==> src/common/ulpb_settings.svh <==
`ifndef ULPB_SETTINGS_SVH
`define ULPB_SETTINGS_SVH

// ring geometry.
`define ULPB_ADDR_WIDTH 8
`define ULPB_DATA_WIDTH 32
`define ULPB_NODES 3

// cycles the ring rests between two frames.
`define ULPB_RESET_CNT 4

// no node may hold this address; the master sends it when the ring is quiet.
`define ULPB_NULL_ADDR {`ULPB_ADDR_WIDTH{1'b1}}

`endif
==> src/common/ulpb_pkg.sv <==
package ulpb_pkg;

	// phase of a frame; every node and the ring master step through it together.
	typedef enum logic [2:0]
	{
		BUS_IDLE      = 3'd0,
		ARBI_RESOLVED = 3'd1,
		DRIVE1        = 3'd2,
		LATCH1        = 3'd3,
		DRIVE2        = 3'd4,
		LATCH2        = 3'd5,
		BUS_RESET     = 3'd6
	} bus_phase_t;

	// role a node takes for the current frame.
	typedef enum logic [1:0]
	{
		MODE_IDLE = 2'd0,
		MODE_TX   = 2'd1,
		MODE_RX   = 2'd2,
		MODE_FWD  = 2'd3
	} node_mode_t;

	// payload length in bytes; four bytes wraps to zero.
	typedef enum logic [1:0]
	{
		LEN_4 = 2'b00,
		LEN_1 = 2'b01,
		LEN_2 = 2'b10,
		LEN_3 = 2'b11
	} len_code_t;

endpackage

==> src/ulpb_node/ulpb_node.sv <==
`timescale 1ns/1ps
`include "ulpb_settings.svh"

module ulpb_node
#(
	parameter logic [`ULPB_ADDR_WIDTH-1:0] ADDRESS = 8'h10
)
(
	input  logic                        CLK,
	input  logic                        RESET,
	input  logic                        din,
	output logic                        dout,
	input  logic [`ULPB_ADDR_WIDTH-1:0] tx_addr,
	input  logic [`ULPB_DATA_WIDTH-1:0] tx_data,
	input  ulpb_pkg::len_code_t         tx_len,
	input  logic                        tx_req,
	output logic                        tx_ack,
	output logic [`ULPB_ADDR_WIDTH-1:0] rx_addr,
	output logic [`ULPB_DATA_WIDTH-1:0] rx_data,
	output logic                        rx_req,
	input  logic                        rx_ack,
	output logic                        tx_acked
);
	import ulpb_pkg::*;

	localparam int AW = `ULPB_ADDR_WIDTH;
	localparam int DW = `ULPB_DATA_WIDTH;
	localparam int AB = $clog2(AW);
	localparam int BW = $clog2(DW);
	localparam int RW = $clog2(`ULPB_RESET_CNT + 1);
	localparam logic [RW-1:0] RST_LOAD = RW'(`ULPB_RESET_CNT - 1);

	// transmit segments of a frame.
	localparam logic [1:0] SEG_ADDR = 2'd0;
	localparam logic [1:0] SEG_DATA = 2'd1;
	localparam logic [1:0] SEG_TOG  = 2'd2;

	bus_phase_t      phase;
	node_mode_t      mode;
	logic [1:0]      seg;
	logic            end_seen;
	logic [1:0]      samp;
	logic [BW-1:0]   bit_pos;
	logic [AB-1:0]   addr_cnt;
	logic            addr_rcvd;
	logic [RW-1:0]   reset_cnt;
	logic [AW-1:0]   addr_q;
	logic [DW-1:0]   data_q;
	len_code_t       len_q;
	logic [AW-1:0]   addr_shift;
	logic            want;
	logic            win;
	logic            second_half;
	logic            toggle;
	logic            rx_shift;
	logic            tx_bit;

	// byte 0 lands in the top used byte, so it goes out first.
	function automatic logic [DW-1:0] reorder(input logic [DW-1:0] d, input len_code_t len);
		logic [DW-1:0] r;
		case (len)
			LEN_1: r = {{(DW-8){1'b0}}, d[7:0]};
			LEN_2: r = {{(DW-16){1'b0}}, d[7:0], d[15:8]};
			LEN_3: r = {{(DW-24){1'b0}}, d[7:0], d[15:8], d[23:16]};
			default: r = {d[7:0], d[15:8], d[23:16], d[31:24]};
		endcase
		return r;
	endfunction

	function automatic logic [BW-1:0] top_bit(input len_code_t len);
		logic [BW-1:0] t;
		case (len)
			LEN_1: t = BW'(7);
			LEN_2: t = BW'(15);
			LEN_3: t = BW'(23);
			default: t = BW'(DW - 1);
		endcase
		return t;
	endfunction

	assign want = tx_req & ~tx_ack;
	assign win = (phase == BUS_IDLE) & want & din;
	assign second_half = (phase == DRIVE2) || (phase == LATCH2);
	assign toggle = samp[1] ^ samp[0];
	assign rx_shift = (phase == LATCH2) && (mode == MODE_RX) && !end_seen && !toggle;

	// the end toggle of the transmitter goes low then high within one bit.
	always_comb
	begin
		case (seg)
			SEG_ADDR: tx_bit = addr_q[bit_pos[AB-1:0]];
			SEG_DATA: tx_bit = data_q[bit_pos];
			default: tx_bit = second_half;
		endcase
	end

	always_comb
	begin
		dout = din;
		case (phase)
			BUS_IDLE:
			begin
				dout = din & ~want;
			end
			ARBI_RESOLVED:
			begin
				if (mode == MODE_TX)
					dout = 1'b0;
			end
			DRIVE1, LATCH1, DRIVE2, LATCH2:
			begin
				if ((mode == MODE_TX) && !end_seen)
					dout = tx_bit;
				// the receiver answers high then low, which breaks the loop as well.
				else if ((mode == MODE_RX) && end_seen)
					dout = ~second_half;
			end
			default:
			begin
				dout = din;
			end
		endcase
	end

	always_ff @(posedge CLK)
	begin
		if (win)
		begin
			addr_q <= tx_addr;
			data_q <= reorder(tx_data, tx_len);
			len_q <= tx_len;
		end
		if (rx_shift && !addr_rcvd)
			addr_shift <= {addr_shift[AW-2:0], samp[0]};
	end

	always_ff @(posedge CLK or negedge RESET)
	begin
		if (!RESET)
		begin
			phase <= BUS_IDLE;
			mode <= MODE_IDLE;
			seg <= SEG_ADDR;
			end_seen <= 1'b0;
			samp <= '0;
			bit_pos <= '0;
			addr_cnt <= '0;
			addr_rcvd <= 1'b0;
			reset_cnt <= '0;
			tx_ack <= 1'b0;
			tx_acked <= 1'b0;
			rx_req <= 1'b0;
			rx_addr <= '0;
			rx_data <= '0;
		end
		else
		begin
			if (tx_ack && !tx_req)
				tx_ack <= 1'b0;
			if (rx_req && rx_ack)
				rx_req <= 1'b0;
			if ((phase == DRIVE1) || (phase == DRIVE2))
				samp <= {samp[0], din};

			case (phase)
				BUS_IDLE:
				begin
					mode <= win ? MODE_TX : MODE_RX;
					if (want)
						tx_acked <= 1'b0;
					if (win)
						tx_ack <= 1'b1;
					seg <= SEG_ADDR;
					bit_pos <= BW'(AW - 1);
					addr_cnt <= AB'(AW - 1);
					phase <= ARBI_RESOLVED;
				end
				ARBI_RESOLVED:
				begin
					phase <= DRIVE1;
				end
				DRIVE1:
				begin
					if ((mode == MODE_RX) && addr_rcvd && (addr_shift != ADDRESS))
						mode <= MODE_FWD;
					phase <= LATCH1;
				end
				LATCH1:
				begin
					phase <= DRIVE2;
				end
				DRIVE2:
				begin
					phase <= LATCH2;
				end
				LATCH2:
				begin
					if (end_seen)
					begin
						phase <= BUS_RESET;
						reset_cnt <= RST_LOAD;
						if (mode == MODE_TX)
							tx_acked <= toggle;
					end
					else
					begin
						phase <= DRIVE1;
						case (mode)
							MODE_TX:
							begin
								if (seg == SEG_TOG)
									end_seen <= 1'b1;
								else if (bit_pos != '0)
									bit_pos <= bit_pos - 1'b1;
								else if (seg == SEG_ADDR)
								begin
									seg <= SEG_DATA;
									bit_pos <= top_bit(len_q);
								end
								else
									seg <= SEG_TOG;
							end
							MODE_RX:
							begin
								if (toggle)
								begin
									end_seen <= 1'b1;
									rx_req <= 1'b1;
									rx_addr <= addr_shift;
								end
								else if (!addr_rcvd)
								begin
									if (addr_cnt == '0)
										addr_rcvd <= 1'b1;
									else
										addr_cnt <= addr_cnt - 1'b1;
								end
								else
									rx_data <= {rx_data[DW-2:0], samp[0]};
							end
							MODE_FWD:
							begin
								if (toggle)
									end_seen <= 1'b1;
							end
							default:
							begin
								end_seen <= 1'b0;
							end
						endcase
					end
				end
				BUS_RESET:
				begin
					if (reset_cnt == '0)
					begin
						phase <= BUS_IDLE;
						mode <= MODE_IDLE;
						end_seen <= 1'b0;
						addr_rcvd <= 1'b0;
					end
					else
						reset_cnt <= reset_cnt - 1'b1;
				end
				default:
				begin
					phase <= BUS_IDLE;
				end
			endcase
		end
	end

endmodule

==> config.mk <==
export PLATFORM = sky130hd
export DESIGN_NAME = ulpb_node
export DESIGN_NICKNAME = d
export VERILOG_FILES = /design/src/common/ulpb_pkg.sv /design/src/ulpb_node/ulpb_node.sv
export VERILOG_INCLUDE_DIRS = /design/src /design/src/common
export SDC_FILE = /design/constraint.sdc
export NUM_CORES = 1
export LEC_CHECK = 0
export ABC_AREA = 1
export BUFFER_PORTS_ARGS = -buffer_cell sky130_fd_sc_hd__buf_2
export CAP_MARGIN = 20
export CORE_MARGIN = 3
export CORE_UTILIZATION = 56
export DETAILED_ROUTE_END_ITERATION = 8
export HOLD_SLACK_MARGIN = 0.06
export PLACE_DENSITY = 0.79
export SLEW_MARGIN = 10
export SYNTH_ARGS = -nofsm -noshare
export SYNTH_HDL_FRONTEND = slang
export SYNTH_SLANG_ARGS = --single-unit
==> constraint.sdc <==
create_clock -name CLK -period 5.2 [get_ports CLK]
set_clock_uncertainty 0.15 [all_clocks]
set_input_delay 0.52 -clock CLK [delete_from_list [all_inputs] [get_ports CLK]]
set_output_delay 0.52 -clock CLK [all_outputs]
set_load 0.02 [all_outputs]
## After elaboration in Yosys (flattened, before gate mapping)

Cells that the tools add are included.

| storage, ports and cells | value |
|---|---|
| bits in registers | 115 |
| bits in latches | 0 |
| memory bits (writable) | 0 |
| ROM bits | 0 |
| bits of input ports | 47 |
| output and inout bits | 44 |
| word-level logic and storage cells | 164 |
| memories kept | 0 |

| operators by class | value |
|---|---|
| add/subtract/negate cells | 3 |
| $mul | 0 |
| div/mod/pow operators | 0 |
| magnitude comparators | 2 |
| equal/unequal tests | 32 |
| shift operators | 0 |
| muxes and demuxes | 63 |
| bitwise operators | 10 |
| reductions and logical operators | 36 |

Operators with widths:

| kind | count |
|---|---|
| $pmux 32 s3 | 1 |
| $mux 3 | 9 |
| $mux 1 | 25 |
| $mux 5 | 5 |
| $pmux 3 s7 | 1 |
| $ne 2x2->1 const B | 10 |
| $reduce_and 5->1 | 4 |
| $mux 2 | 8 |
| $pmux 5 s3 | 1 |
| $eq 2x2->1 const B | 7 |
| $pmux 3 s2 | 2 |
| $logic_and 1x1->1 | 10 |
| $pmux 1 s2 | 5 |
| $pmux 5 s2 | 1 |
| $eq 3x3->1 const B | 3 |
| $logic_not 3->1 | 3 |
| $eq 2x1->1 const B | 4 |
| $ne 8x5->1 const B | 1 |
| $reduce_and 4->1 | 2 |
| $eq 3x2->1 const B | 2 |
| $lt 5x6->1 const B | 1 |
| $ne 2x1->1 const B | 3 |
| $pmux 2 s3 | 1 |
| $reduce_and 3->1 | 2 |
| other kinds (22) | 35 |

## Logic depth before layout (Yosys ltp)

| logic depth | value |
|---|---|
| depth after elaboration | 8 |
| depth in mapped cells | 12 |

## Least setup slack after synthesis

No wires, ideal clock.

| timing | value |
|---|---|
| path kind | register -> register |
| start | reg phase[0] |
| end | reg mode[1] |
| library setup time | 0.119 ns |
| arrival | 4.256 ns |
| required time | 4.931 ns |
| setup slack | 0.675 ns |
| cell stages (with the launch flop) | 7 |
| period minus slack after synthesis | 4.525 ns |
| cells stage by stage | dfrtp_1 -> nor2_2 -> nand2_1 -> nor3_1 -> o21ai_0 -> nand2_1 -> nand2_1 |

| between the ends | value |
|---|---|
| longest elaborated chain between the ends | 5 |

Ends and longest elaborated chain:

| element | line | RTL |
|---|---|---|
| start: declaration | ulpb_node.sv:38 | `bus_phase_t phase;` |
| start signal: assignment | ulpb_node.sv:141 | `phase <= BUS_IDLE;` |
| start signal: assignment | ulpb_node.sv:176 | `phase <= ARBI_RESOLVED;` |
| start signal: assignment | ulpb_node.sv:180 | `phase <= DRIVE1;` |
| $logic_not 3->1 | ulpb_node.sv:82 | `assign win = (phase == BUS_IDLE) & want & din;` |
| $and 1x1->1 (2 in a row) | ulpb_node.sv:82 |  |
| via win | ulpb_node.sv:52 | `logic win;` |
| $mux 2 | ulpb_node.sv:168 | `mode <= win ? MODE_TX : MODE_RX;` |
| $pmux 2 s3 | ulpb_node.sv:165 | `case (phase)` |
| end signal: assignment | ulpb_node.sv:168 |  |
| end: declaration | ulpb_node.sv:39 | `node_mode_t mode;` |

The timed path passes the listed nets, and every way through them passes these cells.
A chain may end at the register's enable or synchronous reset.

## Worst setup path in the final report

| timing | value |
|---|---|
| start | reg bit_pos[0] |
| end | out dout |

| between the ends | value |
|---|---|
| longest elaborated chain between the ends | 5 |

Ends and longest elaborated chain:

| element | line | RTL |
|---|---|---|
| start: declaration | ulpb_node.sv:43 | `logic [BW-1:0] bit_pos;` |
| start signal: assignment | ulpb_node.sv:174 | `bit_pos <= BW'(AW - 1);` |
| start signal: assignment | ulpb_node.sv:214 | `bit_pos <= bit_pos - 1'b1;` |
| start signal: assignment | ulpb_node.sv:218 | `bit_pos <= top_bit(len_q);` |
| $bmux 1 s5 or $bmux 1 s3 (tied branches) | ulpb_node.sv:92, ulpb_node.sv:91 |  |
| $mux 1 (on tied branches) | ulpb_node.sv:92, ulpb_node.sv:91 |  |
| $pmux 1 s2 * | ulpb_node.sv:90 | `case (seg)` |
| $mux 1 * | ulpb_node.sv:112 | `if ((mode == MODE_TX) && !end_seen)` |
| $pmux 1 s3 * | ulpb_node.sv:100 | `case (phase)` |
| end: declaration | ulpb_node.sv:12 | `output logic dout,` |

Every way passes the cells marked *; elsewhere a longest branch is shown, timed or not. The select of a mux whose other input is x is not followed.

==> impl_metrics.json <==
{
  "status": "finished, final reports clean",
  "setup_ws_ns": 1.73,
  "path_common_cell": "nand2_1",
  "power_switching_share_pct": 32.5,
  "min_path_type": "in2reg",
  "combPwrFrac_pct": 23.1,
  "insertedDiodeCount": 0,
  "wl_met2_um": 6120,
  "ys_async_sr_fraction_pct": 56.5,
  "wl_per_cell_um": 13.9,
  "place_ws_ns": 2.29,
  "num_rows": 35,
  "first_pass_iters": 5,
  "wl_um": 11700,
  "fmax_ghz": 0.288,
  "synthFlopType": "dfrtp_1",
  "crit_family": "simple AND/OR/NAND/NOR gates",
  "synth_edf_count": 50,
  "gp_congestion": 0.861,
  "cts_root_buf": "clkbuf_8",
  "yosysMostFrequentCell": "nand2_1",
  "cp_num_buf_inv": 2,
  "cts_setup_buffers": 0,
  "cts_buffer_depth": 2,
  "end_kind": "output pin",
  "cp_cell_sequence": "inv_1 > nand2_1 > nand3_1 > nand3_1 > nand2_1 > nor2_1 > nand2_1 > nand3_1 > nand2_1 > nand2_1 > nand3_1 > buf_2",
  "timing.final.crit_share_pct": 66.7,
  "cap_violations": 0,
  "p_clk_share_pct": 37.6,
  "initial_core_util_pct": 58.4,
  "numCtsBuffers": 17,
  "cts_tree": "done",
  "startpoint_type": "flop",
  "gr-total-overflow": 0,
  "num_vias": 4400,
  "relSlewSlack_pct": 30.0,
  "core_area_um2": 9330,
  "final_hold_viol_count": 0,
  "wl_met1_um": 4950,
  "area_growth_syn_to_layout_pct": 22.8,
  "ys_top_cells_by_area": "dfrtp_1 30%, edfxtp_1 28%, nand2_1 11%",
  "antenna_found_initial": 0,
  "holdWs_ns": 0.0871,
  "powerDensity_nw_per_um2": 440,
  "ys_ff_latch": 115,
  "crit_type": "reg2out",
  "viasPerCell": 5.20,
  "switching_power_w": 0.000958,
  "ioPinCount": 91,
  "crit_path_max_fanout": 23,
  "leakagePower_nw": 3.23,
  "post-route-cell-area_um2": 6680,
  "rrSetupSlack_ns": 2.51,
  "syn-mean-instance-area_um2": 9.10,
  "period_minus_slack_ns": 3.47,
  "clock-sinks": 115,
  "setup_violations": 0,
  "vdd_ir_drop_max_mv": 0.216,
  "grt_pass1_vias": 4352,
  "grt_start_max_net_pins": 64,
  "ant_nets": 0,
  "insertion_delay_ns": 0.51,
  "internal-power_w": 0.00199,
  "clk_pin_slew_ns": 0.06,
  "synth_common_cells": "163 x nand2_1, 78 x inv_1, 65 x dfrtp_1",
  "ctsHtreeMaxLevel": 4,
  "grt_setup_unrepaired": "no",
  "power_w": 0.00294,
  "dieHeight_um": 105,
  "grt_pass1_wl_um": 19700,
  "yosys.area.top_type_share_pct": 29.9,
  "yosysSeqAreaShare_pct": 57.5,
  "dieWidth_um": 105,
  "drc": 0,
  "syn_area_um2": 5440,
  "placed_area_um2": 6000,
  "die-area_um2": 10900,
  "layout-drive-gt1-share_pct": 21.8,
  "tightest_slew_ns": 1.04,
  "finalSetupTns_ns": 0,
  "slowest_stage": "dfrtp_1",
  "crit_arrival_ns": 2.80,
  "synth_nets": 652,
  "ys_types": 41,
  "place_hpwl_um": 8390,
  "io_buffers": 90,
  "cpPeakStageDelay_ns": 0.73,
  "cp.required_ns": 4.53,
  "top_layer_used": "met4",
  "met3WireLength_um": 510,
  "yosysWarnings": 0,
  "yosysTopAreaCell": "dfrtp_1",
  "grtUsageTotal_pct": 22.4,
  "seqPwrFrac_pct": 39.3,
  "nets": 758,
  "slew_viol_final": 0,
  "syn_inst": 598,
  "drt_iter0_drc": 254
}
[worst min-delay path, cell delays in order]
cell,delay [ns]
buf_2,0.09
nand2_1,0.04
nand2_1,0.06
[flip-flops by register name, summed over array words and instances, names as in the netlist, 3 cells and up]
signal / count
addr_cnt: 3
bit_pos: 5
addr_shift: 8
phase: 3
data_q: 32
addr_q: 8
rx_data: 32
reset_cnt: 3
rx_addr: 8
[metal layers]
layer,vias up,global-route usage (%)
met5,-,0
met4,0,8.53
met3,14,5.19
met2,128,39.2
met1,2075,26.8
li1,2183,-
[worst paths after layout]
| kind | start | to | cells after the start |
|---|---|---|---|
| min in group asynchronous | RESET | addr_cnt[2]$_DFFE_PN0P_ | 2 |
| max reg2reg | bit_pos[0]$_DFFE_PN0P_ | bit_pos[2]$_DFFE_PN0P_ | 10 |
| max | bit_pos[0]$_DFFE_PN0P_ | dout | 12 |
| min | tx_req | tx_ack$_DFF_PN0_ | 3 |
| min reg2reg | addr_shift[4]$_DFFE_PP_ | addr_shift[5]$_DFFE_PP_ | 0 |
| max in group asynchronous | RESET | rx_data[9]$_DFFE_PN0P_ | 3 |
[cell type report]
class / count / area, um2
Clock buffer: 18 / 418
Clock inverter: 14 / 155
Fill cell: 722 / 2650
Inverter: 82 / 308
Multi-Input combinational cell: 385 / 1940
Sequential cell: 115 / 3130
Tap cell: 129 / 161
Timing Repair Buffer: 103 / 573
[power groups by stage]
stage / combinational [W] / sequential, W / clock, W
floorplan: 0.000459 / 0.00119 / 0
global placement: 0.000640 / 0.00117 / 0
detailed placement: 0.000670 / 0.00117 / 0
CTS: 0.000681 / 0.00116 / 0.00112
global route: 0.000767 / 0.00117 / 0.00117
finish: 0.000681 / 0.00116 / 0.00111
[per-stage QoR]
stage | utilization (%) | cells
detailed placement | 64.3 | 803
global route | 71.6 | 846
global placement | 64.3 | 803
finish | 71.6 | 846
floorplan | - | 598
CTS | 71.6 | 845
[timing repair]
item	4_1_cts	5_1_grt
endpoints found under the setup margin	0	0
hold buffers	10	0
gates resized for setup	0	0
endpoints found under the hold margin	29	0
[kinds of logic (layout without fill, tap and decap cells)]
logic type                 count (synthesis)  count (layout)  synth area share (%)
and+or+nand+nor                          277             277                  22.1
DFF                                      115             115                  57.5
buffers and inverters                     98             217                  6.99
AOI/OAI and AO/OA                         91              91                  9.86
muxes                                      8               8                  1.66
adders and majority gates                  7               7                  1.61
xor gates and xnor gates                   2               2                 0.322
[layout by cell type (no fill, tap or decap), drive strengths merged, types with 6 or more instances in the layout]
master and n:
a31oi 6, nand2 168, nand4 10, nor2 62, ha 7, edfxtp 50
clkbuf 18, o21ai 37, dfrtp 65, a21oi 24, nand3 28, buf 93
o22ai 8, dlygate4sd3 10, clkinv 8, mux2 8, inv 84
(Power assumes the default switching activity.)
