## src/common/ulpb_settings.svh

```systemverilog
`ifndef ULPB_SETTINGS_SVH
`define ULPB_SETTINGS_SVH

// ring geometry.
`define ULPB_ADDR_WIDTH 8
`define ULPB_DATA_WIDTH 32
`define ULPB_NODES 3

// cycles the ring rests between two frames.
`define ULPB_RESET_CNT 4

// no node may hold this address; the master sends it when the ring is quiet.
`define ULPB_NULL_ADDR {`ULPB_ADDR_WIDTH{1'b1}}

`endif
```

## src/common/ulpb_pkg.sv

```systemverilog
package ulpb_pkg;

	// phase of a frame; every node and the ring master step through it together.
	typedef enum logic [2:0]
	{
		BUS_IDLE      = 3'd0,
		ARBI_RESOLVED = 3'd1,
		DRIVE1        = 3'd2,
		LATCH1        = 3'd3,
		DRIVE2        = 3'd4,
		LATCH2        = 3'd5,
		BUS_RESET     = 3'd6
	} bus_phase_t;

	// role a node takes for the current frame.
	typedef enum logic [1:0]
	{
		MODE_IDLE = 2'd0,
		MODE_TX   = 2'd1,
		MODE_RX   = 2'd2,
		MODE_FWD  = 2'd3
	} node_mode_t;

	// payload length in bytes; four bytes wraps to zero.
	typedef enum logic [1:0]
	{
		LEN_4 = 2'b00,
		LEN_1 = 2'b01,
		LEN_2 = 2'b10,
		LEN_3 = 2'b11
	} len_code_t;

endpackage

```

## src/logic/ulpb_ring_master.sv

```systemverilog
`timescale 1ns/1ps
`include "ulpb_settings.svh"

module ulpb_ring_master
(
	input  logic CLK,
	input  logic RESET,
	input  logic ring_in,
	output logic ring_out
);
	import ulpb_pkg::*;

	localparam int AW = `ULPB_ADDR_WIDTH;
	localparam int CW = $clog2(AW + 1);
	localparam int RW = $clog2(`ULPB_RESET_CNT + 1);
	localparam logic [AW-1:0] NULL_ADDR = `ULPB_NULL_ADDR;
	localparam logic [RW-1:0] RST_LOAD = RW'(`ULPB_RESET_CNT - 1);

	bus_phase_t    phase;
	logic          owned;
	logic          end_seen;
	logic [1:0]    samp;
	logic [CW-1:0] addr_left;
	logic [AW-1:0] addr_sr;
	logic [RW-1:0] reset_cnt;
	logic          second_half;
	logic          null_bit;

	assign second_half = (phase == DRIVE2) || (phase == LATCH2);

	// the null frame sends the address bits and then a low-high and a high-low toggle.
	assign null_bit = (addr_left != '0) ? addr_sr[AW-1] : (end_seen ^ second_half);

	// a constant level between frames keeps the ring from closing on itself.
	always_comb
	begin
		case (phase)
			BUS_IDLE, BUS_RESET: ring_out = 1'b1;
			default: ring_out = owned ? ring_in : null_bit;
		endcase
	end

	always_ff @(posedge CLK)
	begin
		if (phase == BUS_IDLE)
			addr_sr <= NULL_ADDR;
		else if ((phase == LATCH2) && (addr_left != '0))
			addr_sr <= {addr_sr[AW-2:0], 1'b0};
	end

	always_ff @(posedge CLK or negedge RESET)
	begin
		if (!RESET)
		begin
			phase <= BUS_IDLE;
			owned <= 1'b0;
			end_seen <= 1'b0;
			samp <= '0;
			addr_left <= '0;
			reset_cnt <= '0;
		end
		else
		begin
			if ((phase == DRIVE1) || (phase == DRIVE2))
				samp <= {samp[0], ring_in};
			case (phase)
				BUS_IDLE:
				begin
					// a low ring here means some node pulled it for arbitration.
					owned <= ~ring_in;
					end_seen <= 1'b0;
					addr_left <= CW'(AW);
					phase <= ARBI_RESOLVED;
				end
				ARBI_RESOLVED: phase <= DRIVE1;
				DRIVE1: phase <= LATCH1;
				LATCH1: phase <= DRIVE2;
				DRIVE2: phase <= LATCH2;
				LATCH2:
				begin
					if (end_seen)
					begin
						phase <= BUS_RESET;
						reset_cnt <= RST_LOAD;
					end
					else
					begin
						phase <= DRIVE1;
						if (samp[1] ^ samp[0])
							end_seen <= 1'b1;
						if (addr_left != '0)
							addr_left <= addr_left - 1'b1;
					end
				end
				BUS_RESET:
				begin
					if (reset_cnt == '0)
						phase <= BUS_IDLE;
					else
						reset_cnt <= reset_cnt - 1'b1;
				end
				default: phase <= BUS_IDLE;
			endcase
		end
	end

endmodule

```

## config.mk

```make
export PLATFORM = sky130hd
export DESIGN_NAME = ulpb_ring_master
export DESIGN_NICKNAME = d
export VERILOG_FILES = /design/src/common/ulpb_pkg.sv /design/src/logic/ulpb_ring_master.sv
export VERILOG_INCLUDE_DIRS = /design/src /design/src/common
export SDC_FILE = /design/constraint.sdc
export NUM_CORES = 1
export LEC_CHECK = 0
export BUFFER_PORTS_ARGS = -buffer_cell sky130_fd_sc_hd__buf_4
export CORE_MARGIN = 8
export CORE_UTILIZATION = 51
export CTS_CLUSTER_DIAMETER = 150
export DETAILED_ROUTE_END_ITERATION = 8
export PLACE_DENSITY_LB_ADDON = 0.15
export SKIP_LAST_GASP = 1
export SYNTH_ARGS = -nofsm -noshare
export SYNTH_HDL_FRONTEND = slang
export SYNTH_SLANG_ARGS = --single-unit
export TNS_END_PERCENT = 10
```

## constraint.sdc

```tcl
create_clock -name CLK -period 2.25 [get_ports CLK]
set_input_delay 0.225 -clock CLK [delete_from_list [all_inputs] [get_ports CLK]]
set_output_delay 0.225 -clock CLK [all_outputs]
set_load 0.05 [all_outputs]
```

Word level (Yosys, flattened, before mapping)
Cells that the tools add are included.

Bitwise logic cells: 3. Equal/unequal tests: 11. Reduce and logical (&&, ||, !) cells: 11. Add/subtract/negate cells: 2. Mux-type cells: 15.

Operators by type and width (count): $pmux 3 s7 (1); $mux 3 (4); $eq 3x3->1 const B (3); $mux 4 (2); $ne 2x2->1 const B (4); $pmux 4 s2 (1); $eq 3x2->1 const B (2); $logic_not 3->1 (2); $pmux 3 s2 (1); $reduce_and 3->1 (2); $mux 1 (5); $reduce_bool 2->1 (2); $reduce_bool 4->1 (1); $sub 4x1->4 const B (1); $eq 3x1->1 const B (1); $sub 3x1->3 const B (1); $logic_or 1x1->1 (2); $ne 2x1->1 const B (1); $pmux 1 s2 (1); $reduce_or 2->1 (1); $xor 1x1->1 (2); $logic_and 1x1->1 (1); $not 1->1 (1).

Output and inout port bits: 1. Word-level logic and storage cells: 49. Bits in registers: 22. Input bits: 3.

Longest topological paths before layout
Gate-level depths: netlist of run 1.

Depth after elaboration: 6. Depth in mapped cells: 7. Depth with buffers taken out: 7.

Worst setup path before layout of run 1
OpenSTA, ideal clock, no wires.

Kind: register to output. From: reg addr_left[0]. To: out ring_out. Path buffers: 0. Cell stages (with the launch flop): 6. Path slack: -0.011 ns. Required time: 2.025 ns. Arrival time: 2.036 ns. Path through: dfrtp_1 inv_1 ha_1 nor3b_4 mux2i_1 o21ai_0.

Longest elaborated chain between the ends: 4.

Ends and longest elaborated chain: start, declared (line ulpb_ring_master.sv:23) `logic [CW-1:0] addr_left;`; start signal, assigned (line ulpb_ring_master.sv:72) `addr_left <= CW'(AW);`; start signal, assigned (line ulpb_ring_master.sv:92) `addr_left <= addr_left - 1'b1;`; $reduce_bool 4->1 (line ulpb_ring_master.sv:32) `assign null_bit = (addr_left != '0) ? addr_sr[AW-1] : (end_seen ^ second_half);`; $mux 1 (line ulpb_ring_master.sv:32); $mux 1 (line ulpb_ring_master.sv:39) `default: ring_out = owned ? ring_in : null_bit;`; $mux 1 (line ulpb_ring_master.sv:37) `case (phase)`; end, declared (line ulpb_ring_master.sv:9) `output logic ring_out`.

Every way passes these cells.

Worst setup path in the final report of run 1
Same ends and word-level chain as after synthesis.

==> impl_metrics.yaml, run 1 <==
floorplanning:
  fp.coreArea_um2: 2130
  die-area_um2: 3900
  row_count: 17
  die_y_um: 62.4
  fp.dieW_um: 62.4
  ioPinCount: 4
  initial_core_util_pct: 51.7
yosys:
  ys.flop_type: "dfrtp_1"
  synth_top_family_by_area: "simple AND/OR/NAND/NOR gates"
  yosysTopAreaCell: "dfrtp_1"
  yosysSeqAreaShare_pct: 46.4
  synth.mux.area_fraction_pct: 3.87
  synth_edf_count: 0
  syn_area_um2: 1100
  synth-compound-area-share_pct: 8.65
  yosys.area_share.simple_pct: 25.9
  async_flop_share_pct: 63.6
  netlist.area_leader.share_pct: 31.9
  syn_area_per_cell_um2: 9.73
  synth_area_leaders: "dfrtp_1, dfxtp_1, nand2_1, ha_1, buf_6"
  ys_seq_elements: 22
  yosysUniqueCellTypes: 31
  ys_warn_count: 0
  postSynthCellCount: 113
  synth_fa_ha_area_share_pct: 4.55
  syn_nets: 120
  synth_xor_area_share_pct: 3.19
global_routing:
  grt_pass1_wl_mm: 2.95
  grt_max_degree: 15
  grt_pass1_vias: 667
  grt_usage_pct: 9.30
  grt_overflow: 0
  antenna_found_initial: 0
sta:
  final.setup.tns_ns: 0
  worstMarginPinSlew_ns: 0.398
  relSlewSlack_pct: 73.4
  finalCritPeriodShare_pct: 87.2
  final.min_clock_period_ns: 1.96
  rsz0062_at_grt: "false"
  fin_worst_skew_ns: 0.00673
  layout_setup_ws_ns: 0.287
  fmax_ghz: 0.510
  hold_violations: 0
  slew_viol_final: 0
  finalSetupViolCount: 0
placed_design:
  hpwl_mm: 1.19
  pre_cts_ws_ns: 0.584
  portBuffers: 3
  gp_congestion: 0.776
critical_path:
  critPathMaxFanout: 4
  end_kind: "primary output"
  crit_required_ns: 2.03
  cp.arrival_ns: 1.74
  crit_path_start_kind: "flip-flop"
  worst-setup-path-type: "flip-flop to primary output"
final_layout:
  antennaDiodeCount: 0
  syn_to_final_growth_pct: 4.44
  seqCellArea_um2: 510
  final_cell_mix: "nand2_1, dfrtp_1, nand3_1, dfxtp_1, inv_1"
  layout-drive-gt1-share_pct: 14.8
  layout.nets: 123
  final_common_cell: "nand2_1"
  nFillCells: 200
  post-route-util_pct: 54.0
  multi_input_area_um2: 508
clocking:
  cts_max_path_buffers: 2
  ctsResizeCount: 0
  numCtsBuffers: 3
  clock-sinks: 22
  cts_root_buf: "clkbuf_4"
  insertion_delay_ns: 0.31
  clkSlewWorstSetupHoldPaths_ns: 0.12
  cts_tree: "yes"
  htreeDepth: 1
detailed_routing:
  postRouteAntennaNets: 0
  routed_wl_mm: 1.64
  drt_pass1_iterations: 4
  routedWlPerCell_um: 11.5
  remaining_drc_errors: 0
  drt-initial-drc-count: 15
  vias: 737
  vias_per_cell: 5.15
flow_run:
  maxCapViolCount: 0
pwr:
  power.density_nw_per_um2: 1470
  ir_worst_vdd_mv: 0.767
  design_power_total_mw: 1.68
  leakagePower_nw: 0.538
worst_hold_path:
  hold_class: "input port to flip-flop"
status:
  status: "complete, no violations"
## worst max-delay path: stages (launching register included)
cell	delay [ns]
dfrtp_1	0.42
inv_1	0.09
ha_1	0.14
nor3b_4	0.27
mux2i_1	0.23
o21ai_1	0.08
buf_4	0.19
## Yosys cell counts, drive strengths merged (3+ instances only)
cell and count:
ha 4, buf 6, dfxtp 8, a21oi 4, xnor2 3, nand2 24
nand3 8, o21ai 7, nor3 3, a22o 3, nor2 4, inv 7
dfrtp 14
## repair_timing
action,in CTS,in global routing
endpoints found under the hold margin,14,0
setup buffers,0,0
hold buffers,1,0
## logic make-up after synthesis
logic type | count (synthesis)
AOI/OAI and AO/OA | 16
xor gates and xnor gates | 4
adders and majority gates | 4
buffers and inverters | 13
DFF | 22
muxes | 4
and+or+nand+nor | 50
## stage by stage
stage	hold WS [ns]	instances	area, µm²
3_3_place_gp	0.0824	138	1100
6_report	0.117	143	1150
5_1_grt	0.141	143	1150
4_1_cts	0.114	143	1150
3_5_place_dp	0.0850	138	1100
2_1_floorplan	-0.0706	113	1100
## layout make-up
cell class,count,share of cell area (%)
inverter,7,2.29
tap,28,3.05
clock buffer,4,3.16
multi-input combinational,78,44.2
sequential,22,44.4
timing repair buffer,4,2.83
## sequential cells by signal, summed over array words and instances, names as in the netlist
register	cells
reset_cnt	3
samp	2
end_seen	1
addr_left	4
owned	1
phase	3
addr_sr	8
## power by group
group / switching [mW] / internal, mW
Clock: 0.116 / 0.0988
Combinational: 0.366 / 0.357
Sequential: 0.189 / 0.557
Total: 0.670 / 1.01
## final timing paths
check                          endpoint          from  slack (ns)  cells past startpoint
max                            ring_out  addr_left[0]        0.29                      6
min                               owned       ring_in        0.12                      2
max reg2reg                addr_left[0]  addr_left[0]        0.58                      6
min reg2reg                  addr_sr[0]    addr_sr[0]        0.46                      2
max in group asynchronous  addr_left[1]         RESET        1.80                      2
min in group asynchronous      phase[2]         RESET        0.28                      2
## metal layers
layer  vias to the layer above  track usage, %  part of all wire, %
li1                        381               -                    -
met1                       345            11.8                   48
met2                         7            13.3                   47
met3                         4            2.87                  2.9
met4                         0            5.98                  1.9
met5                         -               0                    0
Power figures use the tool's default switching activity.
==> run 2, diff against run 1 <==
--- a/config.mk
+++ b/config.mk
@@ -11,7 +11,7 @@
 export CORE_UTILIZATION = 51
 export CTS_CLUSTER_DIAMETER = 150
 export DETAILED_ROUTE_END_ITERATION = 8
-export PLACE_DENSITY_LB_ADDON = 0.15
+export PLACE_DENSITY = 0.68
 export SKIP_LAST_GASP = 1
 export SYNTH_ARGS = -nofsm -noshare
 export SYNTH_HDL_FRONTEND = slang
==> run 2 against run 1 <==
  * Final area down 0.87%
  * Core utilization down 0.47 points
  * Maximum frequency down 1.3%
  * Total power down 1.5%
  * Routed wire length up 4.3%
  * First-iteration DRC count up 53%
  * Count of clock-buffer cells in the layout unchanged
  * Sequential share of layout area up 0.39 points
  * Clock skew down 0.0045 ns
  * Combinational power up 1%
  * Die area unchanged
  * Register-to-register slack worse by 0.04 ns
==> impl_metrics.yaml, run 2 (synthesized netlist as in run 1, its figures left out) <==
critical_path:
  r2r_start: "addr_left[0]"
  crit_family: "flip-flops"
  max_stage_delay_ns: 0.43
  crit_chain: "inv_1 > ha_1 > nor3b_4 > mux2i_1 > o21ai_1 > buf_4"
  crit_required_ns: 2.03
  cp.arrival_ns: 1.76
  cp_num_buf_inv: 2
  reg2reg_setup_slack_ns: 0.54
  rr_worst_depth: 6
  end_kind: "primary output"
  crit_path_start_kind: "flip-flop"
  worst-setup-path-type: "flip-flop to primary output"
  critPathMaxFanout: 4
  cp_slowest_cell: "dfrtp_1"
  worstReg2RegEnd: "addr_left[0]"
global_routing:
  grt_pass1_wl_mm: 3.13
  grt_pass1_vias: 698
  grt_max_degree: 15
  grt_overflow: 0
  antenna_found_initial: 0
  grt_usage_pct: 9.62
detailed_routing:
  vias_per_cell: 5.13
  vias: 733
  routedWlPerCell_um: 12.0
  remaining_drc_errors: 0
  postRouteAntennaNets: 0
  drt_pass1_iterations: 4
  routed_wl_mm: 1.71
  drt-initial-drc-count: 23
sta:
  final.min_clock_period_ns: 1.99
  relSlewSlack_pct: 74.6
  slew_viol_final: 0
  fin_worst_skew_ns: 0.00226
  hold_violations: 0
  finalSetupViolCount: 0
  final.setup.tns_ns: 0
  fmax_ghz: 0.503
  rsz0062_at_grt: "false"
  worstMarginPinSlew_ns: 0.380
  finalCritPeriodShare_pct: 88.4
  layout_setup_ws_ns: 0.261
final_layout:
  post-route-util_pct: 53.5
  largest-register: "addr_sr"
  nFillCells: 208
  antennaDiodeCount: 0
  reg.largest.list: "addr_sr x8, addr_left x4"
  largest_register_ffs: 8
  final_common_cell: "nand2_1"
  layout-drive-gt1-share_pct: 13.9
  syn_to_final_growth_pct: 3.53
  final_cell_mix: "nand2_1, dfrtp_1, nand3_1, dfxtp_1, inv_1"
  layout.nets: 123
floorplanning:
  fp.dieW_um: 62.4
  ioPinCount: 4
  die_y_um: 62.4
  initial_core_util_pct: 51.7
  fp.coreArea_um2: 2130
  row_count: 17
  die-area_um2: 3900
worst_hold_path:
  whs_path_depth: 2
  hold_end: "owned"
  hold_class: "input port to flip-flop"
  min_from: "ring_in"
clocking:
  htreeDepth: 1
  clkSlewWorstSetupHoldPaths_ns: 0.11
  ctsResizeCount: 0
  cts_max_path_buffers: 2
  cts_tree: "yes"
  cts_root_buf: "clkbuf_4"
  insertion_delay_ns: 0.30
  numCtsBuffers: 3
  clock-sinks: 22
placed_design:
  gp_congestion: 0.746
  hpwl_mm: 1.24
  pre_cts_ws_ns: 0.553
  portBuffers: 3
status:
  status: "complete, no violations"
pwr:
  leakagePower_nw: 0.532
  ir_worst_vdd_mv: 0.808
  power.density_nw_per_um2: 1460
flow_run:
  maxCapViolCount: 0
## run 2: cell count changes in the layout (fill, tap and decap cells not counted)
cell / change
clkbuf_8: -1
clkbuf_1: +1
## run 2: per-layer routing
metal / wire length [µm] / up-vias / global-route usage (%)
li1: - / 382 / -
met1: 800 / 339 / 12.2
met2: 840 / 10 / 15.0
met3: 56 / 2 / 2.33
met4: 16 / 0 / 4.27
met5: 0 / - / 0
## run 2: power breakdown
group / leakage, nW / internal (mW) / total (mW) / switching (mW)
combinational: 0.281 / 0.358 / 0.733 / 0.374
sequential: 0.235 / 0.557 / 0.748 / 0.191
clock: 0.0150 / 0.0690 / 0.177 / 0.108
total: 0.532 / 0.984 / 1.66 / 0.674
## run 2: final cells by class
cell class | instances | area (µm²) | area share (%)
Tap cell | 28 | 35.0 | 3.08
Inverter | 7 | 26.3 | 2.31
Clock buffer | 4 | 26.3 | 2.31
Multi-Input combinational cell | 78 | 508 | 44.6
Timing Repair Buffer | 4 | 32.5 | 2.86
Sequential cell | 22 | 510 | 44.8
## run 2: repair_timing
action                                  CTS  global route
setup buffers                             0             0
endpoints found under the setup margin    0             0
hold buffers                              1             0
hold endpoints to repair                 14             0
## run 2: how the worst max path moves through the flow
stage,endpoint,start,depth (start not counted)
finish,ring_out,addr_left[0],6
CTS,ring_out,addr_left[0],6
detailed placement,addr_left[0],addr_left[0],6
floorplan,ring_out,addr_left[0],5
global placement,addr_left[0],addr_left[0],6
global route,ring_out,addr_left[0],6
## run 2: worst register-to-register path, cell delays in order, from the launching register on
cell and delay (ns):
dfrtp_1 0.41, inv_1 0.08, ha_1 0.20, nor3b_4 0.17, nand2b_1 0.27, a22o_1 0.25
a22o_1 0.22
## run 2: through the flow
step	hold slack [ns]	instances	total power [mW]	instance area (µm²)
2_1_floorplan	-0.0706	113	1.41	1100
3_3_place_gp	0.0822	138	1.47	1100
3_5_place_dp	0.0842	138	1.50	1100
4_1_cts	0.122	143	1.68	1140
5_1_grt	0.133	143	1.81	1140
6_report	0.131	143	1.66	1140
==> run 3, diff against run 2 <==
--- a/config.mk
+++ b/config.mk
@@ -12,6 +12,7 @@
 export CTS_CLUSTER_DIAMETER = 150
 export DETAILED_ROUTE_END_ITERATION = 8
 export PLACE_DENSITY = 0.68
+export RECOVER_POWER = 25
 export SKIP_LAST_GASP = 1
 export SYNTH_ARGS = -nofsm -noshare
 export SYNTH_HDL_FRONTEND = slang
==> constraint.sdc (replaced) <==
create_clock -name CLK -period 1.9 [get_ports CLK]
set_input_delay 0.19 -clock CLK [delete_from_list [all_inputs] [get_ports CLK]]
set_output_delay 0.19 -clock CLK [all_outputs]
set_load 0.05 [all_outputs]
==> run 3 against run 2 <==
  * Core utilization increased by 3.7 points
  * Sequential power increased by 13%
  * Clock skew grew 0.011 ns
  * Critical path type unchanged
  * Final area rose by 6.9%
  * Total power is 33% higher
  * Via count increased by 5.3%
  * Hold slack got worse by 0.050 ns
  * First-iteration DRC count decreased by 65%
  * Die area unchanged
  * Non-clock buffer count grew 7
==> impl_metrics.yaml, run 3 (synthesized netlist as in run 1, its figures left out) <==
global_routing:
  antenna_found_initial: 0
  grt_pass1_wl_mm: 3.21
  grt_max_degree: 15
  grt_overflow: 0
  grt_usage_pct: 9.82
  grt_pass1_vias: 793
placed_design:
  hpwl_mm: 1.27
  gp_congestion: 0.736
  dpl-instance-area_um2: 1130
  portBuffers: 3
final_layout:
  largest-register: "addr_sr"
  final_cell_mix: "nand2_1, dfrtp_1, nand3_1, dfxtp_1, buf_4"
  antennaDiodeCount: 0
  post-route-util_pct: 57.2
  largest_register_ffs: 8
  layout.nets: 130
  final_cell_area_um2: 1220
  layout-drive-gt1-share_pct: 18.9
  syn_to_final_growth_pct: 10.7
  reg.largest.list: "addr_sr x8, addr_left x4"
  final_common_cell: "nand2_1"
pwr:
  power.density_nw_per_um2: 1810
  design_power_total_mw: 2.21
  ir_worst_vdd_mv: 1.09
  leakagePower_nw: 0.578
clocking:
  cts_max_path_buffers: 2
  numCtsBuffers: 3
  cts_tree: "yes"
  insertion_delay_ns: 0.31
  htreeDepth: 1
  clock-sinks: 22
  clkSlewWorstSetupHoldPaths_ns: 0.13
  cts_root_buf: "clkbuf_4"
critical_path:
  worst-setup-path-type: "flip-flop to primary output"
  crit_family: "flip-flops"
  r2r_start: "addr_left[1]"
  cp_slowest_cell: "dfrtp_1"
  cp_num_buf_inv: 2
  end_kind: "primary output"
  critPathMaxFanout: 3
  worstReg2RegEnd: "addr_left[0]"
  crit_chain: "inv_1 > ha_1 > nor3b_4 > mux2i_1 > o21ai_1 > buf_6"
  cp.arrival_ns: 1.63
  crit_required_ns: 1.71
  max_stage_delay_ns: 0.42
  crit_path_start_kind: "flip-flop"
  rr_worst_depth: 7
  reg2reg_setup_slack_ns: 0.24
sta:
  finalSetupViolCount: 0
  fin_worst_skew_ns: 0.0131
  final.min_clock_period_ns: 1.82
  finalCritPeriodShare_pct: 95.8
  fmax_ghz: 0.549
  hold_violations: 0
  worstMarginPinSlew_ns: 0.739
  slew_viol_final: 0
  relSlewSlack_pct: 50.7
  final.setup.tns_ns: 0
  rsz0062_at_grt: "false"
detailed_routing:
  drt_pass1_iterations: 3
  postRouteAntennaNets: 0
  remaining_drc_errors: 0
  vias_per_cell: 5.15
  routedWlPerCell_um: 11.9
  routed_wl_mm: 1.79
  drt-initial-drc-count: 8
  vias: 772
floorplanning:
  die-area_um2: 3900
  die_y_um: 62.4
  ioPinCount: 4
  row_count: 17
  fp.dieW_um: 62.4
  fp.coreArea_um2: 2130
  initial_core_util_pct: 51.7
worst_hold_path:
  whs_path_depth: 2
  hold_end: "owned"
  hold_class: "input port to flip-flop"
  min_from: "ring_in"
status:
  status: "complete, no violations"
flow_run:
  maxCapViolCount: 0
run 3: cell types whose count changed in the layout (fill, tap and decap cells not counted), sizes merged:
cell | previous run | this run
buf | 3 | 9
bufinv | 0 | 1
run 3: worst register-to-register path, delay by kind of cell (launching register included):
kind	cells	cell delay (ns)
adders and majority gates	1	0.19
AOI/OAI and AO/OA	2	0.45
DFF	1	0.39
and+or+nand+nor	2	0.31
buffers and inverters	2	0.23
run 3: worst max-delay path by stage:
stage                      start        to  slack (ns)  depth (start not counted)
floorplan           addr_left[0]  ring_out        0.05                          5
global placement    addr_left[0]  ring_out        0.35                          6
detailed placement  addr_left[0]  ring_out        0.33                          6
CTS                 addr_left[0]  ring_out        0.03                          6
global route        addr_left[1]  ring_out       0.007                          6
finish              addr_left[1]  ring_out        0.08                          6
run 3: repair_timing:
item | CTS | global route
hold endpoints to repair | 14 | 0
endpoints found under the setup margin | 1 | 1
resized for setup | 0 | 1
hold buffers | 1 | 0
buffers inserted | 1 | 2
run 3: power by group:
| group | total (mW) | switching, mW | internal, mW |
|---|---|---|---|
| logic | 1.00 | 0.501 | 0.503 |
| registers | 0.847 | 0.187 | 0.660 |
| clock network | 0.357 | 0.144 | 0.213 |
run 3: layout make-up:
class	count	area (µm²)
Inverter	7	26.3
Multi-Input combinational cell	78	508
Clock inverter	1	30.0
Timing Repair Buffer	11	85.1
Clock buffer	3	22.5
Sequential cell	22	510
Tap cell	28	35.0
Fill cell	207	910
run 3: routing by layer:
layer	routed length (µm)	global-route usage, %	up-vias
met5	0	0	-
met4	14	4.27	0
met3	28	2.15	2
met2	918	18.0	2
met1	824	10.5	373
li1	-	-	395
run 3: through the flow:
step / std cells / hold slack (ns) / worst slack, ns
after floorplan: 113 / -0.106 / 0.0492
after global placement: 142 / 0.0477 / 0.352
after detailed placement: 142 / 0.0481 / 0.329
after CTS: 148 / 0.0754 / 0.0264
after global routing: 150 / 0.0921 / 0.00704
final: 150 / 0.0805 / 0.0791
